**src/ex_pkg.sv**
```systemverilog
package ex_pkg;

	// ==============================
	// widths
	// ==============================
	localparam int XLEN    = 32;
	localparam int SHAMT_W = 5;
	localparam int HALF_W  = XLEN / 2;       // split point of the multiplier operand
	localparam int PP_W    = XLEN + HALF_W + 2; // 33 x 17 signed partial product

	typedef logic [XLEN-1:0]   xlen_t;
	typedef logic [2*XLEN-1:0] dword_t;

	localparam xlen_t PC_ALIGN_MASK = 32'hffff_fffe; // jalr target has bit 0 cleared

	// ==============================
	// opcode encodings
	// ==============================
	// bit positions in the one-hot alu opcode
	typedef enum int unsigned {
		OP_ADD,
		OP_SUB,
		OP_AND,
		OP_OR,
		OP_XOR,
		OP_SLL,
		OP_SRL,
		OP_SRA,
		OP_LUI,
		OP_LT,
		OP_LTU,
		OP_EQ,
		OP_NE,
		OP_GE,
		OP_GEU
	} op_idx_e;

	localparam int N_OPS = 15;

	typedef logic [N_OPS-1:0] op_type_t;

	typedef enum logic [2:0] {
		MUL_NONE   = 3'd0,
		MUL_MUL    = 3'd1,
		MUL_MULH   = 3'd2,
		MUL_MULHSU = 3'd3,
		MUL_MULHU  = 3'd4
	} mul_type_e;

	// ==============================
	// stage payloads
	// ==============================
	typedef struct packed {
		xlen_t     alu_res;
		dword_t    part0;
		dword_t    part1;
		mul_type_e mul_type;
		logic      branch_taken;
		xlen_t     target;
	} ex1_t;

	typedef struct packed {
		xlen_t result;
		logic  branch_taken;
		xlen_t target;
	} res_t;

endpackage

```
**src/int_alu.sv**
```systemverilog
`timescale 1ns/1ns

module int_alu
	import ex_pkg::*;
(
	input  op_type_t op_type,
	input  xlen_t    op0,
	input  xlen_t    op1,
	input  xlen_t    pc,
	input  xlen_t    imm,
	input  xlen_t    rs1_data,
	input  logic     is_branch,
	input  logic     is_jalr,
	output xlen_t    alu_res,
	output logic     branch_taken,
	output xlen_t    branch_target
);

	function automatic xlen_t bit_rev(input xlen_t v);
		xlen_t r;
		for (int i = 0; i < XLEN; i++) begin
			r[i] = v[XLEN-1-i];
		end
		return r;
	endfunction

	logic                is_add;
	logic                is_cmp;
	logic                is_sub;
	xlen_t               add_a;
	xlen_t               add_b;
	xlen_t               sum;
	logic                lt;
	logic                ltu;
	logic                eq;
	logic                cmp_hit;
	logic [SHAMT_W-1:0]  shamt;
	xlen_t               shift_in;
	xlen_t               shr;
	xlen_t               sra_mask;

	// ==============================
	// shared adder
	// ==============================
	assign is_add = op_type[OP_ADD];
	assign is_cmp = op_type[OP_LT] | op_type[OP_LTU] | op_type[OP_EQ] | op_type[OP_NE]
		| op_type[OP_GE] | op_type[OP_GEU];
	assign is_sub = op_type[OP_SUB] | is_cmp;

	assign add_a = (is_add || is_sub) ? op0 : '0;
	assign add_b = is_add ? op1 : (is_sub ? ~op1 : '0);
	assign sum   = add_a + add_b + xlen_t'(is_sub); // two's complement subtract

	// signs decide when they differ, else the difference sign does
	assign lt  = (op0[XLEN-1] != op1[XLEN-1]) ? op0[XLEN-1] : sum[XLEN-1];
	assign ltu = (op0[XLEN-1] != op1[XLEN-1]) ? op1[XLEN-1] : sum[XLEN-1];
	assign eq  = (sum == '0);

	assign cmp_hit = (op_type[OP_LT] & lt) | (op_type[OP_LTU] & ltu)
		| (op_type[OP_EQ] & eq) | (op_type[OP_NE] & ~eq)
		| (op_type[OP_GE] & ~lt) | (op_type[OP_GEU] & ~ltu);

	// ==============================
	// shifter
	// ==============================
	assign shamt    = op1[SHAMT_W-1:0];
	assign shift_in = op_type[OP_SLL] ? bit_rev(op0) : op0; // sll runs reversed
	assign shr      = shift_in >> shamt;
	assign sra_mask = (op_type[OP_SRA] && op0[XLEN-1]) ? ~({XLEN{1'b1}} >> shamt) : '0;

	// one-hot select, every unselected term is zero
	assign alu_res = ({XLEN{is_add | op_type[OP_SUB]}} & sum)
		| ({XLEN{op_type[OP_AND]}} & (op0 & op1))
		| ({XLEN{op_type[OP_OR]}} & (op0 | op1))
		| ({XLEN{op_type[OP_XOR]}} & (op0 ^ op1))
		| ({XLEN{op_type[OP_SLL]}} & bit_rev(shr))
		| ({XLEN{op_type[OP_SRL]}} & shr)
		| ({XLEN{op_type[OP_SRA]}} & (shr | sra_mask))
		| ({XLEN{op_type[OP_LUI]}} & op1)
		| {{(XLEN-1){1'b0}}, cmp_hit};

	// ==============================
	// branch resolution
	// ==============================
	assign branch_taken = is_jalr | (is_branch & cmp_hit);

	always_comb begin
		if (is_branch) begin
			branch_target = pc + imm;
		end else if (is_jalr) begin
			branch_target = (rs1_data + imm) & PC_ALIGN_MASK;
		end else begin
			branch_target = '0;
		end
	end

	a_op_onehot: assert final ($onehot0(op_type))
		else $error("op_type is not one-hot: %h", op_type);

endmodule

```
**src/mul_partial.sv**
```systemverilog
`timescale 1ns/1ns

module mul_partial
	import ex_pkg::*;
(
	input  mul_type_e mul_type,
	input  xlen_t     op0,
	input  xlen_t     op1,
	output dword_t    part0,
	output dword_t    part1
);

	logic                    a_sgn;
	logic                    b_sgn;
	logic signed [XLEN:0]    a_ext;
	logic signed [XLEN:0]    b_ext;
	logic signed [HALF_W:0]  b_lo;
	logic signed [HALF_W:0]  b_hi;
	logic signed [PP_W-1:0]  pp_lo;
	logic signed [PP_W-1:0]  pp_hi;
	dword_t                  hi_ext;

	assign a_sgn = (mul_type == MUL_MULH) || (mul_type == MUL_MULHSU);
	assign b_sgn = (mul_type == MUL_MULH);

	// 33 bit operands cover both signed and unsigned kinds
	assign a_ext = {a_sgn & op0[XLEN-1], op0};
	assign b_ext = {b_sgn & op1[XLEN-1], op1};

	assign b_lo = {1'b0, b_ext[HALF_W-1:0]}; // low half is always positive
	assign b_hi = b_ext[XLEN:HALF_W];

	assign pp_lo = a_ext * b_lo;
	assign pp_hi = a_ext * b_hi;

	assign hi_ext = {{(2*XLEN-PP_W){pp_hi[PP_W-1]}}, pp_hi};

	assign part0 = (mul_type == MUL_NONE) ? '0 : {{(2*XLEN-PP_W){pp_lo[PP_W-1]}}, pp_lo};
	assign part1 = (mul_type == MUL_NONE) ? '0 : (hi_ext << HALF_W);

endmodule

```
**src/pipe_reg.sv**
```systemverilog
`timescale 1ns/1ns

module pipe_reg #(
	parameter type payload_t = logic
) (
	input  logic     clk,
	input  logic     rst_n,
	input  logic     in_valid,
	input  logic     out_ready,
	input  payload_t in_data,
	output logic     in_ready,
	output logic     out_valid,
	output payload_t out_data
);

	logic load;

	// free slot, or the current entry leaves this cycle
	assign in_ready = !out_valid || out_ready;
	assign load     = in_valid && in_ready;

	always_ff @(posedge clk or negedge rst_n) begin
		if (!rst_n) begin
			out_valid <= 1'b0;
		end else if (load) begin
			out_valid <= 1'b1;
		end else if (out_ready) begin
			out_valid <= 1'b0;
		end
	end

	always_ff @(posedge clk) begin
		if (load) begin
			out_data <= in_data;
		end
	end

	// a stalled entry must not move under the consumer
	a_hold_stable: assert property (
		@(posedge clk) disable iff (!rst_n)
		out_valid && !out_ready |=> out_valid && $stable(out_data)
	) else $error("stalled payload changed");

endmodule

```
**src/ex_merge.sv**
```systemverilog
`timescale 1ns/1ns

module ex_merge
	import ex_pkg::*;
(
	input  ex1_t ex1,
	output res_t res
);

	dword_t prod;
	xlen_t  mul_word;

	assign prod = ex1.part0 + ex1.part1; // wide final adder

	always_comb begin
		case (ex1.mul_type)
			MUL_MUL: begin
				mul_word = prod[XLEN-1:0];
			end
			MUL_MULH,
			MUL_MULHSU,
			MUL_MULHU: begin
				mul_word = prod[2*XLEN-1:XLEN];
			end
			default: begin
				mul_word = '0;
			end
		endcase
	end

	// alu and multiplier never both produce a value, so or-ing is a merge
	assign res = '{
		result:       ex1.alu_res | mul_word,
		branch_taken: ex1.branch_taken,
		target:       ex1.target
	};

	// an empty stage still holds unwritten data at startup
	a_alu_idle_on_mul: assert final (
		$isunknown(ex1.mul_type) || (ex1.mul_type == MUL_NONE) || (ex1.alu_res == '0)
	) else $error("alu result %h alongside multiply kind %0d", ex1.alu_res, ex1.mul_type);

endmodule

```
**src/ex_unit.sv**
```systemverilog
`timescale 1ns/1ns

module ex_unit
	import ex_pkg::*;
(
	input  logic      clk,
	input  logic      rst_n,

	input  logic      in_valid,
	output logic      in_ready,
	input  op_type_t  op_type,
	input  mul_type_e mul_type,
	input  xlen_t     op0,
	input  xlen_t     op1,
	input  logic      is_branch,
	input  logic      is_jalr,
	input  xlen_t     pc,
	input  xlen_t     imm,
	input  xlen_t     rs1_data,

	output logic      out_valid,
	input  logic      out_ready,
	output xlen_t     result,
	output logic      branch_taken,
	output xlen_t     branch_target
);

	xlen_t  alu_res;
	logic   br_taken;
	xlen_t  br_target;
	dword_t part0;
	dword_t part1;
	ex1_t   ex1_d;
	ex1_t   ex1_q;
	logic   ex1_valid;
	logic   ex2_ready;
	res_t   res_d;
	res_t   res_q;

	// ==============================
	// ex1: alu and partial products
	// ==============================
	int_alu u_alu (
		.op_type       (op_type),
		.op0           (op0),
		.op1           (op1),
		.pc            (pc),
		.imm           (imm),
		.rs1_data      (rs1_data),
		.is_branch     (is_branch),
		.is_jalr       (is_jalr),
		.alu_res       (alu_res),
		.branch_taken  (br_taken),
		.branch_target (br_target)
	);

	mul_partial u_mul (
		.mul_type (mul_type),
		.op0      (op0),
		.op1      (op1),
		.part0    (part0),
		.part1    (part1)
	);

	assign ex1_d = '{
		alu_res:      alu_res,
		part0:        part0,
		part1:        part1,
		mul_type:     mul_type,
		branch_taken: br_taken,
		target:       br_target
	};

	pipe_reg #(.payload_t(ex1_t)) u_ex1 (
		.clk       (clk),
		.rst_n     (rst_n),
		.in_valid  (in_valid),
		.out_ready (ex2_ready),
		.in_data   (ex1_d),
		.in_ready  (in_ready),
		.out_valid (ex1_valid),
		.out_data  (ex1_q)
	);

	// ==============================
	// ex2: product sum and merge
	// ==============================
	ex_merge u_merge (
		.ex1 (ex1_q),
		.res (res_d)
	);

	pipe_reg #(.payload_t(res_t)) u_ex2 (
		.clk       (clk),
		.rst_n     (rst_n),
		.in_valid  (ex1_valid),
		.out_ready (out_ready),
		.in_data   (res_d),
		.in_ready  (ex2_ready),
		.out_valid (out_valid),
		.out_data  (res_q)
	);

	assign result        = res_q.result;
	assign branch_taken  = res_q.branch_taken;
	assign branch_target = res_q.target;

endmodule

```
**config.mk**
```make
export PLATFORM = sky130hd
export DESIGN_NAME = ex_unit
export DESIGN_NICKNAME = d
export VERILOG_FILES = /design/src/ex_pkg.sv /design/src/int_alu.sv /design/src/mul_partial.sv /design/src/pipe_reg.sv /design/src/ex_merge.sv /design/src/ex_unit.sv
export SDC_FILE = /design/constraint.sdc
export NUM_CORES = 2
export LEC_CHECK = 0
export ABC_AREA = 0
export BUFFER_PORTS_ARGS = -buffer_cell sky130_fd_sc_hd__buf_4
export CAP_MARGIN = 5
export CORE_ASPECT_RATIO = 0.6
export CORE_MARGIN = 5
export CORE_UTILIZATION = 40
export CTS_CLUSTER_DIAMETER = 40
export DETAILED_ROUTE_END_ITERATION = 10
export GPL_TIMING_DRIVEN = 0
export PLACE_DENSITY = 0.63
export SYNTH_ARGS = -nofsm -noshare
export SYNTH_HDL_FRONTEND = slang
export SYNTH_SLANG_ARGS = --single-unit
```
**constraint.sdc**
```tcl
create_clock -name clk -period 5.5 [get_ports clk]
set_clock_uncertainty 0.1 [all_clocks]
set_input_delay 1.1 -clock clk [delete_from_list [all_inputs] [get_ports clk]]
set_output_delay 1.1 -clock clk [all_outputs]
set_load 0.02 [all_outputs]
```
== Word-level counts from Yosys, hierarchy flattened ==
Index checks and enable logic that the tools add are counted.

* Input port bits: 184
* Output and inout port bits: 67
* Bits in registers: 249

* Bitwise logic cells: 48
* Multiply operators: 2
* Equality and inequality tests: 7
* Reduce and logical (&&, ||, !) cells: 14
* Multiplexer cells: 14
* Shift operators: 2
* $add $sub $neg: 5

{| class="wikitable"
|+ Operator list
! kind !! number
|-
| OR 32 bit || 10
|-
| AND 32 bit || 9
|-
| two-way mux 32 bit || 7
|-
| adder 32 bit || 3
|-
| adder 64 bit || 1
|-
| inverter 32 bit || 2
|-
| case mux 32 bit (2 select lines) || 1
|-
| multiplier 33 x 17 -> 50 bit || 1
|-
| multiplier 33 x 17 -> 48 bit || 1
|-
| adder 32 x 1 -> 32 bit || 1
|-
| logical NOT 32 bit || 1
|-
| OR 32 x 1 -> 32 bit || 1
|-
| >> shifter 32 x 5 -> 32 bit || 1
|-
| >> shifter 32 x 5 -> 32 bit, first input constant || 1
|-
| bitwise XOR 32 bit || 1
|-
| OR 1 bit || 13
|-
| equality test 3 x 2 -> 1 bit, second input constant || 4
|-
| AND 1 bit || 9
|-
| two-way mux 1 bit || 6
|-
| logical OR 1 bit || 4
|-
| nonzero test 2 bit || 2
|-
| equality test 3 x 1 -> 1 bit, second input constant || 1
|-
| equality test 3 bit, second input constant || 1
|-
| logical AND 1 bit || 3
|-
| other kinds (5) || 8
|}

== Longest topological paths before layout ==
* Depth after elaboration: 19
* Mapped depth: 29
* Gate-level depth less buffers: 26

== Hierarchy ==
From an unflattened synthesis, not the netlist that was laid out.

* Cell total of the unflattened synthesis: 7028
* Area, all modules: 61687.9 um^2

{| class="wikitable"
|+ By module, submodules not included
! module !! sequential area each (um^2) !! area an instance (um^2) !! times used !! cells an instance
|-
| mul_partial || 0.0 || 38373.1 || 1 || 4450
|-
| int_alu || 0.0 || 10261.1 || 1 || 1531
|-
| pipe_reg at u_ex1 || 5910.7 || 5939.4 || 1 || 200
|-
| ex_merge || 0.0 || 5108.6 || 1 || 778
|-
| pipe_reg at u_ex2 || 1976.9 || 2005.7 || 1 || 69
|}

== Worst setup path before layout ==
Ideal clock, no wire load.

* Path type: input port to flip-flop
* Start: input op1[31]
* End: register u_ex1.out_data[96] (netlist bit) (data pin)
* Cell stages on the path: 26
* Arrival time: 7.996 ns
* Path slack: -2.862 ns
* Buffers on the path: 3
* Setup time: 0.266 ns
* Path through: clkbuf_1 -> clkinv_1 -> or3_1 -> clkbuf_1 -> clkbuf_1 -> nor2_1 -> fa_1 -> inv_1 -> fa_1 -> fa_1 -> fa_1 -> fa_1 -> fa_1 -> inv_1 -> ha_1 -> a21o_1 -> a21o_1 -> a21oi_1 -> o21ai_1 -> o41ai_2 -> o21ai_1 -> a2111oi_0 -> o41ai_1 -> a211oi_1 -> xor2_1 -> nor2_1

* Word-level cells in the longest chain between the ends: 2

{| class="wikitable"
|+ Ends and longest elaborated chain
! element !! line !! source
|-
| from (decl) || ex_unit.sv:14 || <nowiki>input xlen_t op1,</nowiki>
|-
| AND 1 bit || mul_partial.sv:28 || <nowiki>assign b_ext = {b_sgn & op1[XLEN-1], op1};</nowiki>
|-
| multiplier 33 x 17 -> 48 bit (*) || mul_partial.sv:34 || <nowiki>assign pp_hi = a_ext * b_hi;</nowiki>
|-
| to (signal assigned) || pipe_reg.sv:34 || <nowiki>out_data <= in_data;</nowiki>
|-
| to (decl) || pipe_reg.sv:13 || <nowiki>output payload_t out_data</nowiki>
|}

Every way passes the cells marked *; elsewhere a longest branch is shown, timed or not.
A chain may end at the register's enable or synchronous reset.

== Final worst setup path ==
* Start: input op1[29]
* End: register u_ex1.out_data[96] (netlist bit) (data pin)

* Word-level cells in the longest chain between the ends: 1

{| class="wikitable"
|+ Ends and longest elaborated chain
! element !! line
|-
| multiplier 33 x 17 -> 48 bit || mul_partial.sv:34
|}

Every way passes these cells.

==> results.txt <==
----------------------------------------------------
[Yosys]
  Distinct cell type count of the synthesized netlist ... 86
  Fraction of synthesized cell area taken by the top area cell type ... 36.9%
  Synthesized area per cell ... 8.75 um2
  Dominant cell by count in the synthesized netlist ... sky130_fd_sc_hd__inv_1
  Area of the mapped netlist ... 55800 um2
  Flip-flop and latch count after synthesis ... 233
  Portion of the post-synthesis area used by sequential elements ... 12.5%
  Most used DFF post-synth ... sky130_fd_sc_hd__edfxtp_1
  Async set or reset register ratio after synthesis ... less than 1%
  Synthesized netlist cell count ... around 6400
  Top post-synthesis cells by count ... sky130_fd_sc_hd__inv_1, sky130_fd_sc_hd__fa_1, sky130_fd_sc_hd__nand2_1
  Cell types occupying the most area after synthesis ... sky130_fd_sc_hd__fa_1, sky130_fd_sc_hd__edfxtp_1, sky130_fd_sc_hd__ha_1, sky130_fd_sc_hd__inv_1, sky130_fd_sc_hd__nand2_1
  Leading area contributor after synthesis ... sky130_fd_sc_hd__fa_1
  Post-synth EDFFs ... 231
  Synthesized Nets ... 8030
  Number of warnings issued by yosys ... 0

[Setup path]
  Origin of the worst setup path ... op1[29]
  Type of the worst setup path ... in -> reg
  Master of the slowest instance on the critical path ... sky130_fd_sc_hd__fa_2
  Data required time at the worst endpoint ... 5.63 ns
  Critical Path End Type ... flop
  CP dominant cell by count ... sky130_fd_sc_hd__fa_1
  Startpoint Class ... primary input
  Slowest stage delay, CP ... 0.61 ns
  Reg-to-Reg Start ... u_ex1.out_data[52]
  CP Max Fanout ... 10
  Worst Path Arrival ... 8.12 ns

[Clock network]
  Clock tree from TritonCTS ... yes
  Clock sink count ... about 230
  H-tree levels ... 1
  Clock latency of the later-clocked register in the worst-skew pair ... 0.54 ns
  Clock buffer depth ... 3
  Clock transition at the register clock pins on the worst setup and hold paths after CTS ... 0.08 ns
  CTS Root Cell ... sky130_fd_sc_hd__clkbuf_16
  Clock buffers created by TritonCTS ... 20
  Cts hold-fix bufs ... 0

[Global routing]
  Total routing resource utilization after global routing ... about a third
  Wire length of the first global-routing pass ... between 300000 and 400000 um
  Total global routing overflow ... 0
  Number of antenna violations at the first check in global routing ... 19
  Largest net degree at the start of global routing ... 68
  Vias in the first global route ... 50100

[Hold path]
  Path class of the lowest-slack min-delay path ... in -> async

[Floorplanning]
  Initial standard-cell utilization of the core ... 40.2%
  Horizontal die dimension ... 492 um
  Number of placement rows ... 106
  Full die area ... 147000 um2
  Boundary Pins ... approximately 250
  Total core area ... 139000 um2
  Die boundary height ... approximately 300 um

[Layout]
  Share of final-layout standard cells stronger than drive strength 1 ... 18.3%
  Final std cells w/o fill ... 8731
  Fillcell total ... about 13000
  Growth of design area from synthesis to finish ... 21.8%
  Number of nets in the finished design ... 8515
  Share of the core filled with cells ... approximately half

[Routing]
  DRC viols ... 0
  Overall via count from detail_route ... between 50000 and 60000
  Number of design-rule violations left by the first detailed-router iteration ... slightly below 7000
  Detail-routed via count per cell ... 5.88
  Remaining antenna violation count after routing ... 0
  First-pass iteration count of the detailed router ... 9
  Wirelength per Cell ... 30.1 um
  Final Routed Wirelength ... 263000 um

[STA]
  Headroom to the max-slew limit ... roughly 2%
  Slew @ Worst Pin ... 1.47 ns
  Setup ws final ... -2.49 ns
  Final Max Slew Viols ... 0
  Post-route clock period utilization ... 145%
  Final hold viol count ... 0
  Min cycle time layout ... between 7 and 8 ns
  Setup violation total in the final timing report ... 80
  Achievable frequency ... 125 MHz
  Setup repair after global routing missed its margin ... yes

[Placement]
  GP Congestion ... 1.11
  Worst slack at placement ... -4.42 ns
  Number of buffer cells added on primary ports ... roughly 250
  DPL Wire Length ... 218000 um
  Post-placement cell count ... 8469

[Run status]
  Failing checks ... setup timing
  Outcome ... finished, violations left

[Flow run]
  Max-cap viol count ... 0

----------------------------------------------------
-- cells in the final DEF, fill, tap and decap left out, drive strengths merged, types with 15 or more instances in the layout --
| cell | synthesis | layout |
|---|---|---|
| o2111ai | 17 | 17 |
| inv | 1184 | 1167 |
| xor2 | 83 | 83 |
| nand2b | 39 | 39 |
| mux2i | 43 | 43 |
| o21ai | 243 | 243 |
| a221oi | 23 | 23 |
| a31oi | 28 | 28 |
| xnor2 | 127 | 127 |
| nand4 | 21 | 21 |
| and2 | 25 | 25 |
| clkinv | 11 | 19 |
| o211ai | 25 | 25 |
| mux4 | 18 | 18 |
| a21oi | 261 | 261 |
| and3 | 26 | 26 |
| clkbuf | 251 | 234 |
| o21bai | 34 | 34 |
| diode | 0 | 15 |
| nand2 | 835 | 835 |
| buf | 76 | 578 |
| a21o | 133 | 133 |
| nor2 | 712 | 712 |
| nor3 | 65 | 65 |
| edfxtp | 231 | 231 |
| o22ai | 33 | 33 |
| o31ai | 15 | 15 |
| fa | 1030 | 1030 |
| o21a | 35 | 35 |
| nand3 | 58 | 58 |
| a22oi | 16 | 16 |
| ha | 435 | 435 |
| nor2b | 30 | 30 |
| a211oi | 20 | 20 |
| clkinvlp | 0 | 22 |
-- worst paths after layout --
path / endpoint / slack (ns) / cells past startpoint
setup / recovery: u_ex1.out_data[96] / -2.49 / 27
min in group clk: u_ex2.out_data[20] / 0.32 / 0
hold reg to reg: u_ex2.out_data[20] / 0.32 / 0
setup reg to reg: u_ex2.out_data[59] / 0.27 / 13
max in group asynchronous: u_ex2.out_valid / 4.98 / 1
hold / removal: u_ex1.out_valid / 0.24 / 1
-- routing by layer --
layer	global-route usage (%)	part of all wire, %	vias to the layer above
li1	-	-	21200
met1	48.3	40	25900
met2	43.4	36	3606
met3	20.7	18	579
met4	12.6	4.7	18
met5	2.08	0.26	-
-- layout make-up --
class / count / area [um2] / area share [%]
Sequential cell: 233 / 6990 / 10.3
Antenna cell: 15 / 37.5 / 0.0552
Clock buffer: 23 / 533 / 0.783
Timing Repair Buffer: 483 / 4280 / 6.29
Tap cell: 1836 / 2300 / 3.38
Buffer: 307 / 3160 / 4.65
Inverter: 1195 / 4670 / 6.86
Multi-Input combinational cell: 4626 / 46000 / 67.6
Clock inverter: 13 / 78.8 / 0.116
-- stage by stage --
stage          area (um2)  hold slack, ns  setup TNS [ns]
6_report            68000           0.237         -120.36
5_1_grt             68000           0.208         -126.23
4_1_cts             66200           0.209         -110.79
3_5_place_dp        61500           0.305         -268.46
3_3_place_gp        61400           0.301         -267.32
2_1_floorplan       57200           0.300          -90.64
-- cell families (layout without fill, tap and decap cells) --
logic type	Yosys count	after routing	share of synthesized area, %
buf+inv	1522	2021	10.2
fa+ha+maj	1465	1465	46.7
simple gates	1871	1871	13.9
compound gates	1013	1013	11.7
flops	233	233	12.5
mux	67	67	1.62
other cells	0	15	0
xor+xnor	210	210	3.29
-- what timing repair did --
action	CTS	global route
endpoints found under the setup margin	93	87
setup buffers	133	109
pin swaps	143	181
hold endpoints to repair	0	0
resized for setup	773	341
gates cloned	0	1
-- state kept, by name, indices dropped and copies added, names as in the netlist --
register	cells
u_ex2.out_data	65
u_ex1.out_data	166
u_ex2.out_valid	1
u_ex1.out_valid	1
-- critical path: cells and delay by family --
kind,cells,cell delay (ns)
AOI/OAI and AO/OA,8,1.50
adders and majority gates,7,3.18
and+or+nand+nor,3,0.43
buffers and inverters,8,1.53
xor gates and xnor gates,1,0.31
Power is left out: the tool's default activity adds up to more than one toggle a clock period on the data nets, which glitch-free logic cannot reach.
